==> src/logic/cpuPkg.sv <==
`default_nettype none

package cpuPkg;

  ////////////////////
  // Widths
  ////////////////////
  localparam int wordW    = 16;  // Data and address width
  localparam int regAddrW = 4;   // Register index width

  typedef logic [wordW-1:0]    wordT;
  typedef logic [regAddrW-1:0] regAddrT;

  // Opcodes, top nibble of the instruction
  localparam logic [3:0] opAdd    = 4'd0;
  localparam logic [3:0] opSub    = 4'd1;
  localparam logic [3:0] opXor    = 4'd2;
  localparam logic [3:0] opAddi   = 4'd3;
  localparam logic [3:0] opBranch = 4'd12;
  localparam logic [3:0] opHalt   = 4'd15;

  // Branch condition codes
  localparam logic [2:0] condNe = 3'd0;  // Z clear
  localparam logic [2:0] condEq = 3'd1;  // Z set
  localparam logic [2:0] condGt = 3'd2;  // Z and N clear
  localparam logic [2:0] condLt = 3'd3;  // N set
  localparam logic [2:0] condGe = 3'd4;  // Z set or N clear
  localparam logic [2:0] condLe = 3'd5;  // N or Z set
  localparam logic [2:0] condOv = 3'd6;  // V set
  localparam logic [2:0] condAl = 3'd7;  // Unconditional

  localparam wordT pcStep = 16'd2;  // Byte address step per instruction

  ////////////////////
  // Instruction word
  ////////////////////
  typedef struct packed {
    logic [3:0] opcode;
    regAddrT    rd;
    regAddrT    rs;
    regAddrT    rt;  // Signed 4-bit immediate for ADDI
  } rViewT;

  typedef struct packed {
    logic [3:0] opcode;
    logic [2:0] cond;
    logic [8:0] offset;  // Signed, in instructions
  } bViewT;

  typedef union packed {
    rViewT rView;  // Register and ADDI form
    bViewT bView;  // Branch form
  } instrT;

  // Opcode 4 is unused, so this word decodes as a NOP
  localparam instrT nopInstr = 16'h4000;

  ////////////////////
  // Pipeline words
  ////////////////////
  typedef enum logic [1:0] {
    aluAdd = 2'd0,
    aluSub = 2'd1,
    aluXor = 2'd2
  } aluOpT;

  typedef struct packed {
    logic z;
    logic n;
    logic v;
  } flagsT;

  // All zero is a bubble
  typedef struct packed {
    logic    regWrite;
    logic    useImm;   // Operand B from imm instead of rt
    aluOpT   aluOp;
    logic    setZ;
    logic    setNv;    // Update N and V
    logic    halt;
    regAddrT rd;
  } ctrlT;

  typedef struct packed {
    logic    valid;
    regAddrT rd;
    wordT    data;
  } wbT;

endpackage

`default_nettype wire
==> src/logic/cpu.sv <==
`default_nettype none

module cpu (
  input  wire                 clk,
  input  wire                 arstN,
  input  wire cpuPkg::instrT  instr,   // Instruction at pc, same cycle
  output wire cpuPkg::wordT   pc,
  output wire                 hlt,
  output wire cpuPkg::wbT     wb       // Writeback trace
);

  ////////////////////
  // Stage wiring
  ////////////////////
  wire cpuPkg::instrT   idInstr;       // IF/ID instruction
  wire cpuPkg::wordT    idPc;          // IF/ID pc
  wire                  stall;
  wire                  redirect;
  wire cpuPkg::wordT    branchTarget;
  wire cpuPkg::regAddrT rs, rt;        // Read addresses from decode
  wire cpuPkg::wordT    rsData, rtData;
  wire cpuPkg::ctrlT    ctrl;          // Decoded control into ID/EX
  wire cpuPkg::ctrlT    exCtrl;        // Control now in EX
  wire cpuPkg::wordT    imm;
  wire cpuPkg::flagsT   flags;
  wire                  halted;

  fetchUnit fetch_i (
    .clk, .arstN, .instr, .stall, .redirect, .branchTarget,
    .pc, .idInstr, .idPc
  );

  controlUnit control_i (
    .clk, .arstN, .idInstr, .idPc, .flags, .exCtrl,
    .rs, .rt, .ctrl, .imm, .stall, .redirect, .branchTarget, .halted
  );

  regFile regs_i (
    .clk, .arstN, .rs, .rt, .wb, .rsData, .rtData
  );

  execUnit exec_i (
    .clk, .arstN, .ctrl, .imm, .rsData, .rtData, .halted,
    .exCtrl, .flags, .wb, .hlt
  );

endmodule

`default_nettype wire

==> src/logic/execUnit.sv <==
`default_nettype none

module execUnit (
  input  wire                  clk,
  input  wire                  arstN,
  input  wire cpuPkg::ctrlT    ctrl,
  input  wire cpuPkg::wordT    imm,
  input  wire cpuPkg::wordT    rsData,
  input  wire cpuPkg::wordT    rtData,
  input  wire                  halted,     // Halt latch from decode
  output cpuPkg::ctrlT         exCtrl,     // ID/EX control, also for the flag hazard
  output cpuPkg::flagsT        flags,
  output cpuPkg::wbT           wb,
  output logic                 hlt
);

  localparam int msb = cpuPkg::wordW - 1;

  typedef struct packed {
    cpuPkg::wordT imm;
    cpuPkg::wordT a;
    cpuPkg::wordT b;
  } operandsT;

  operandsT     exOps;
  cpuPkg::wordT opB;
  cpuPkg::wordT addRes, subRes;
  cpuPkg::wordT satVal;
  cpuPkg::wordT result;
  logic         addOv, subOv;
  logic         overflow;

  ////////////////////
  // ID/EX register
  ////////////////////
  always_ff @(posedge clk or negedge arstN) begin
    if (!arstN) exCtrl <= '0;  // Bubble
    else exCtrl <= ctrl;
  end

  always_ff @(posedge clk) begin
    exOps <= '{imm: imm, a: rsData, b: rtData};
  end

  ////////////////////
  // Saturating ALU
  ////////////////////
  always_comb begin
    opB    = exCtrl.useImm ? exOps.imm : exOps.b;
    addRes = exOps.a + opB;
    subRes = exOps.a - opB;
    addOv  = (exOps.a[msb] == opB[msb]) && (addRes[msb] != exOps.a[msb]);  // Like signs flip
    subOv  = (exOps.a[msb] != opB[msb]) && (subRes[msb] != exOps.a[msb]);
    satVal = exOps.a[msb] ? 16'h8000 : 16'h7FFF;  // Sign of a picks the rail
    case (exCtrl.aluOp)
      cpuPkg::aluSub: begin
        overflow = subOv;
        result   = subOv ? satVal : subRes;
      end
      cpuPkg::aluXor: begin
        overflow = 1'b0;
        result   = exOps.a ^ opB;
      end
      default: begin
        overflow = addOv;
        result   = addOv ? satVal : addRes;
      end
    endcase
  end

  assign wb = '{valid: exCtrl.regWrite, rd: exCtrl.rd, data: result};

  // Flag register and halt
  always_ff @(posedge clk or negedge arstN) begin
    if (!arstN) begin
      flags <= '0;
      hlt   <= 1'b0;
    end else begin
      if (exCtrl.setZ) flags.z <= (result == '0);
      if (exCtrl.setNv) begin
        flags.n <= result[msb];
        flags.v <= overflow;
      end
      if (exCtrl.halt && halted) hlt <= 1'b1;  // Sticky until reset
    end
  end

  // Decode strips writes to r0
  noWbR0_a: assert property (@(posedge clk) disable iff (!arstN)
    wb.valid |-> wb.rd != '0);

endmodule

`default_nettype wire

==> src/logic/regFile.sv <==
`default_nettype none

module regFile (
  input  wire                    clk,
  input  wire                    arstN,
  input  wire cpuPkg::regAddrT   rs,
  input  wire cpuPkg::regAddrT   rt,
  input  wire cpuPkg::wbT        wb,      // Writeback from EX
  output cpuPkg::wordT           rsData,
  output cpuPkg::wordT           rtData
);

  cpuPkg::wordT regs [16];

  // One read port with the same-edge bypass
  function automatic cpuPkg::wordT readPort(input cpuPkg::regAddrT addr);
    if (addr == '0) readPort = '0;                              // Hard-wired zero
    else if (wb.valid && wb.rd == addr) readPort = wb.data;    // Bypass EX result
    else readPort = regs[addr];
  endfunction

  always_ff @(posedge clk or negedge arstN) begin
    if (!arstN) begin
      for (int i = 0; i < 16; i++) regs[i] <= '0;
    end else if (wb.valid && wb.rd != '0) begin
      regs[wb.rd] <= wb.data;
    end
  end

  ////////////////////
  // Read ports
  ////////////////////
  always_comb begin
    rsData = readPort(rs);
    rtData = readPort(rt);
  end

endmodule

`default_nettype wire

==> src/logic/controlUnit.sv <==
`default_nettype none

module controlUnit (
  input  wire                   clk,
  input  wire                   arstN,
  input  wire cpuPkg::instrT    idInstr,
  input  wire cpuPkg::wordT     idPc,
  input  wire cpuPkg::flagsT    flags,         // Committed flags
  input  wire cpuPkg::ctrlT     exCtrl,        // Instruction in EX
  output cpuPkg::regAddrT       rs,
  output cpuPkg::regAddrT       rt,
  output cpuPkg::ctrlT          ctrl,
  output cpuPkg::wordT          imm,
  output logic                  stall,
  output logic                  redirect,
  output cpuPkg::wordT          branchTarget,
  output logic                  halted         // Latched once HLT is decoded
);

  cpuPkg::ctrlT dec;
  cpuPkg::wordT seqPc;         // Address after the ID instruction
  cpuPkg::wordT branchOffset;  // Sign-extended byte offset
  logic         isBranch;
  logic         isHalt;
  logic         flagHazard;
  logic         taken;

  // Branch condition against the flag register
  function automatic logic condMet(input logic [2:0] cond, input cpuPkg::flagsT f);
    case (cond)
      cpuPkg::condNe: condMet = !f.z;
      cpuPkg::condEq: condMet = f.z;
      cpuPkg::condGt: condMet = !f.z && !f.n;
      cpuPkg::condLt: condMet = f.n;
      cpuPkg::condGe: condMet = f.z || !f.n;
      cpuPkg::condLe: condMet = f.n || f.z;
      cpuPkg::condOv: condMet = f.v;
      default:        condMet = 1'b1;  // condAl
    endcase
  endfunction

  ////////////////////
  // Decode
  ////////////////////
  assign rs  = idInstr.rView.rs;
  assign rt  = idInstr.rView.rt;
  assign imm = {{(cpuPkg::wordW - cpuPkg::regAddrW){idInstr.rView.rt[3]}}, idInstr.rView.rt};

  always_comb begin
    dec = '0;  // Unknown opcodes fall out as NOP
    case (idInstr.rView.opcode)
      cpuPkg::opAdd, cpuPkg::opSub, cpuPkg::opAddi: begin
        dec.regWrite = 1'b1;
        dec.aluOp    = (idInstr.rView.opcode == cpuPkg::opSub) ? cpuPkg::aluSub : cpuPkg::aluAdd;
        dec.useImm   = (idInstr.rView.opcode == cpuPkg::opAddi);
        dec.setZ     = 1'b1;
        dec.setNv    = 1'b1;
        dec.rd       = idInstr.rView.rd;
      end
      cpuPkg::opXor: begin
        dec.regWrite = 1'b1;
        dec.aluOp    = cpuPkg::aluXor;
        dec.setZ     = 1'b1;  // Z only
        dec.rd       = idInstr.rView.rd;
      end
      cpuPkg::opHalt: dec.halt = 1'b1;
      default: ;
    endcase
    if (dec.rd == '0) dec.regWrite = 1'b0;  // r0 is hard-wired
  end

  ////////////////////
  // Branch and hazards
  ////////////////////
  assign isBranch     = (idInstr.bView.opcode == cpuPkg::opBranch);
  assign isHalt       = (idInstr.rView.opcode == cpuPkg::opHalt);
  assign flagHazard   = isBranch && (exCtrl.setZ || exCtrl.setNv);  // Flags not yet committed
  assign taken        = isBranch && !flagHazard && condMet(idInstr.bView.cond, flags);
  assign seqPc        = idPc + cpuPkg::pcStep;
  assign branchOffset = {{(cpuPkg::wordW - 10){idInstr.bView.offset[8]}},
                         idInstr.bView.offset, 1'b0};

  // HLT reuses the redirect path to hold pc at seqPc and bubble IF/ID
  assign branchTarget = isBranch ? seqPc + branchOffset : seqPc;
  assign stall        = flagHazard || halted;
  assign redirect     = taken || isHalt;
  assign ctrl         = stall ? '0 : dec;  // Bubble into ID/EX

  always_ff @(posedge clk or negedge arstN) begin
    if (!arstN) halted <= 1'b0;
    else if (isHalt) halted <= 1'b1;  // Sticky until reset
  end

  // Once halted, IF/ID must only hold bubbles
  stallRedirect_a: assert property (@(posedge clk) disable iff (!arstN)
    !(stall && redirect));

endmodule

`default_nettype wire

==> src/logic/fetchUnit.sv <==
`default_nettype none

module fetchUnit (
  input  wire                 clk,
  input  wire                 arstN,
  input  wire cpuPkg::instrT  instr,
  input  wire                 stall,         // Hold pc and IF/ID
  input  wire                 redirect,      // Load target, bubble IF/ID
  input  wire cpuPkg::wordT   branchTarget,
  output cpuPkg::wordT        pc,
  output cpuPkg::instrT       idInstr,
  output cpuPkg::wordT        idPc
);

  cpuPkg::wordT pcNext;

  ////////////////////
  // Next pc
  ////////////////////
  always_comb begin
    if (redirect) pcNext = branchTarget;        // Taken branch or halt
    else if (stall) pcNext = pc;                // Flag hazard or halted
    else pcNext = pc + cpuPkg::pcStep;          // Predict not taken
  end

  always_ff @(posedge clk or negedge arstN) begin
    if (!arstN) pc <= '0;
    else pc <= pcNext;
  end

  ////////////////////
  // IF/ID register
  ////////////////////
  always_ff @(posedge clk or negedge arstN) begin
    if (!arstN) begin
      idInstr <= cpuPkg::nopInstr;  // Start with a bubble
      idPc    <= '0;
    end else if (redirect) begin
      idInstr <= cpuPkg::nopInstr;  // Squash the wrong-path fetch
      idPc    <= pc;
    end else if (!stall) begin
      idInstr <= instr;
      idPc    <= pc;
    end
  end

  // Targets are pc plus even offsets, so bit 0 never sets
  pcEven_a: assert property (@(posedge clk) disable iff (!arstN) pc[0] == 1'b0);

endmodule

`default_nettype wire

==> config.mk <==
export PLATFORM = sky130hd
export DESIGN_NAME = cpu
export DESIGN_NICKNAME = d
export VERILOG_FILES = /design/src/logic/cpuPkg.sv /design/src/logic/cpu.sv /design/src/logic/execUnit.sv /design/src/logic/regFile.sv /design/src/logic/controlUnit.sv /design/src/logic/fetchUnit.sv
export SDC_FILE = /design/constraint.sdc
export NUM_CORES = 1
export LEC_CHECK = 0
export ABC_CLOCK_PERIOD_IN_PS = 7130
export BUFFER_PORTS_ARGS = -buffer_cell sky130_fd_sc_hd__clkbuf_2
export CORE_MARGIN = 5
export CORE_UTILIZATION = 40
export CTS_BUF_LIST = sky130_fd_sc_hd__clkbuf_16
export CTS_CLUSTER_DIAMETER = 150
export DETAILED_ROUTE_END_ITERATION = 7
export GPL_ROUTABILITY_DRIVEN = 0
export PLACE_DENSITY = 0.57
export SETUP_SLACK_MARGIN = 0.02
export SLEW_MARGIN = 10
export SYNTH_ARGS = -nofsm -noshare
export SYNTH_HDL_FRONTEND = slang
export SYNTH_HIERARCHICAL = 1
export SYNTH_SLANG_ARGS = --single-unit
==> constraint.sdc <==
create_clock -name clk -period 7.13 [get_ports clk]
set_input_delay 1.0695 -clock clk [delete_from_list [all_inputs] [get_ports clk]]
set_output_delay 1.0695 -clock clk [all_outputs]
set_load 0.005 [all_outputs]
==> impl_metrics.tcl <==
set metrics [dict create \
    outcome "completed" \
    hp-class "reg -> reg" \
    clock.fmax_mhz 150 \
    clk_pin_slew_worst_paths_ps 60 \
    grt_usage_pct 21.1 \
    finalSetupTns_ps 0 \
    maxCapViolations 0 \
    r2r_cells 18 \
    avgViaCountPerCell 6.04 \
    cts_max_path_buffers 3 \
    setup_violations 0 \
    drcViolationCount 0 \
    grt_setup_unrepaired "no" \
    grt_max_degree 128 \
    dr.pass1.iters 5 \
    fin_crit_ps 6670 \
    syn-cell-area_um2 21600 \
    antennaDiodeCount 0 \
    report.final.slew_viol_count 0 \
    skew_ps 37.8 \
    yosysSeqAreaShare_pct 41.5 \
    path_cells "mux2i_1 -> ha_1 -> and2_1 -> or3b_1 -> a21oi_1 -> nor2_1 -> a211o_1 -> o21bai_1 -> a21oi_1 -> fa_1 -> or2_2 -> mux2_4 -> a21oi_1 -> o32a_1 -> clkbuf_2" \
    synth_edf_count 0 \
    h-tree-depth 2 \
    crit_buf_inv 1 \
    ant_nets 0 \
    final-seq-area_um2 8980 \
    cts_tree "built" \
    rows 85 \
    required_ps 6060 \
    finalCritPeriodShare_pct 93.5 \
    dpl.hpwl_um 40400 \
    cts.sinks 368 \
    cp_common_cell "a21oi_1" \
    wirelength_um 63500 \
    start_util_pct 40.2 \
    tightest_slew_ps 1150 \
    powerDensity_nw_per_um2 370 \
    crit_type "reg -> out" \
    io_buffers 55 \
    gr-total-overflow 0 \
    drive_above_1_share_pct 28.5 \
    dieWidth_um 242 \
    final_common_cell "dfrtp_1" \
    yosysWarnings 6 \
    slew_headroom_pct 23.1 \
    yosysUniqueCellTypes 89 \
    dp_slack_ps 688 \
    vias 15600 \
    utilization_pct 43.6 \
    finalPower_mw 8.67 \
    cp_max_fo 19 \
    nets 1926 \
    power_leakage_nw 10.7 \
    ys_ff_latch 368 \
    die_area_um2 58700 \
    io_pins 56 \
    whs_path_depth 0 \
    final_cell_mix "312 x dfrtp_1, 260 x mux2_2, 162 x mux2i_1, 79 x nor2_1, 68 x o22ai_1" \
    worst_slack_ps 463 \
    synth_cells 1882 \
    crit_cells 15 \
    endpoint_kind "output pin" \
    antenna_found_initial 0 \
    cpPeakStageDelay_ps 730 \
    clock-root-buffer "clkbuf_16" \
    hold_viol 0 \
    ir_drop_uv 211 \
    die_y_um 242 \
    multi_input_area_um2 11500 \
    cts_buffers 42 \
    clk-insertion-delay-late_ps 580 \
    post_cts_buffers 0 \
    cp_slowest_cell "o32a_1" \
    synth-async-reset-ratio_pct 87.0 \
    crit_arrival_ps 5600 \
    grt_pass1_wl_um 97600 \
    start_kind "flip-flop" \
    avgSynthCellArea_um2 11.5 \
    drt_iter0_drc 1381 \
    synth_flop_cell "dfrtp_1" \
    area_delta_synth_final_pct 8.45 \
    cp_top_family "compound AO/OA/AOI/OAI gates" \
    synthesis.nets 1959 \
    core_um2 53700 \
    grt_pass1_vias 15700 \
    fillCellCount 5044 \
    wl_per_cell_um 24.6 \
]
==> worst reg2reg max path: stages (launching register included) <==
cell and delay (ps):
dfrtp_2 620, mux2i_1 180, ha_1 490, and2_1 240, or3b_1 360, a21oi_1 260
nor2_1 80, a211o_1 310, o21bai_1 130, a21oi_1 90, fa_1 550, nand2_1 150
o21ai_4 430, o21ai_0 320, o32a_1 470, buf_4 220, nor3_1 210, nand4b_1 140
o41ai_2 310
==> cell usage after synthesis (11+ instances only) <==
cell type	instances	area, um^2
nor3_1	22	110
o31ai_1	35	263
nand2_1	52	195
buf_6	11	124
clkbuf_1	67	251
a211oi_1	40	300
a21oi_1	64	320
dfxtp_1	48	961
nor2_1	83	312
inv_1	45	169
xor2_1	22	193
nor2b_1	12	75.1
mux2i_1	162	1620
mux2_2	260	2930
dfrtp_1	319	7980
xnor2_1	33	289
buf_4	49	368
mux4_2	64	1440
a31oi_1	37	231
nand3_1	58	290
buf_2	52	260
nand2b_1	15	93.8
o21ai_0	39	195
ha_1	55	688
o22ai_1	68	425
==> area by class of cell <==
class / instances / share of cell area, %
Multi-Input combinational cell: 1286 / 49.0
Sequential cell: 368 / 38.4
Clock buffer: 43 / 4.59
Tap cell: 696 / 3.72
Timing Repair Buffer: 105 / 2.87
Clock inverter: 35 / 0.743
Inverter: 46 / 0.737
==> cells by family (layout without fill, tap and decap cells) <==
| family | count (synthesis) | count (layout) | synth area share [%] |
|---|---|---|---|
| fa+ha+maj | 59 | 59 | 3.56 |
| buf+inv | 228 | 229 | 5.56 |
| compound gates | 356 | 356 | 11.1 |
| simple gates | 325 | 325 | 8.00 |
| xor+xnor | 55 | 55 | 2.23 |
| flops | 368 | 368 | 41.5 |
| mux | 491 | 491 | 28.0 |
==> metrics by stage <==
stage / cells / hold WS (ps) / area (um^2)
2_1_floorplan: 1882 / 430 / 21600
3_3_place_gp: 2501 / 384 / 22200
3_5_place_dp: 2501 / 388 / 22200
4_1_cts: 2579 / 404 / 23400
5_1_grt: 2579 / 408 / 23400
6_report: 2579 / 399 / 23400
==> final timing paths <==
| check | end | slack, ps | start |
|---|---|---|---|
| max reg2reg | exec_i/flags[2] | 1460 | exec_i/exCtrl[9] |
| min | regs_i/regs[249] | 400 | regs_i/regs[249] |
| max | wb[6] | 460 | exec_i/exCtrl[9] |
| min in group asynchronous | regs_i/regs[201] | 490 | arstN |
| max in group asynchronous | fetch_i/idInstr[4] | 5280 | arstN |
| min reg2reg | regs_i/regs[249] | 400 | regs_i/regs[249] |
==> layer usage <==
layer | share of wire, % | GRT usage [%] | routed length [um]
met1 | 45 | 29.4 | 28300
met2 | 46 | 33.2 | 29300
met3 | 5.6 | 3.54 | 3560
met4 | 3.7 | 7.89 | 2350
met5 | 0 | 0.0817 | 0
==> state kept, by name, indices dropped and copies added (netlist names) <==
register and flops:
regs_i/regs 256, exec_i/exOps 48, fetch_i/idInstr 16, fetch_i/idPc 16, fetch_i/pc 16, exec_i/exCtrl 11, exec_i/flags 3, control_i/halted 1
exec_i/hlt 1
==> power breakdown <==
group | internal (mW) | switching, mW
Combinational | 1.47 | 2.29
Sequential | 2.41 | 0.525
Clock | 1.09 | 0.881
==> repair_timing <==
item / 4_1_cts / 5_1_grt
gates resized for setup: 0 / 4
hold buffers: 0 / 0
setup endpoints to repair: 0 / 8
Note: power is estimated with default switching activity, not from simulation.
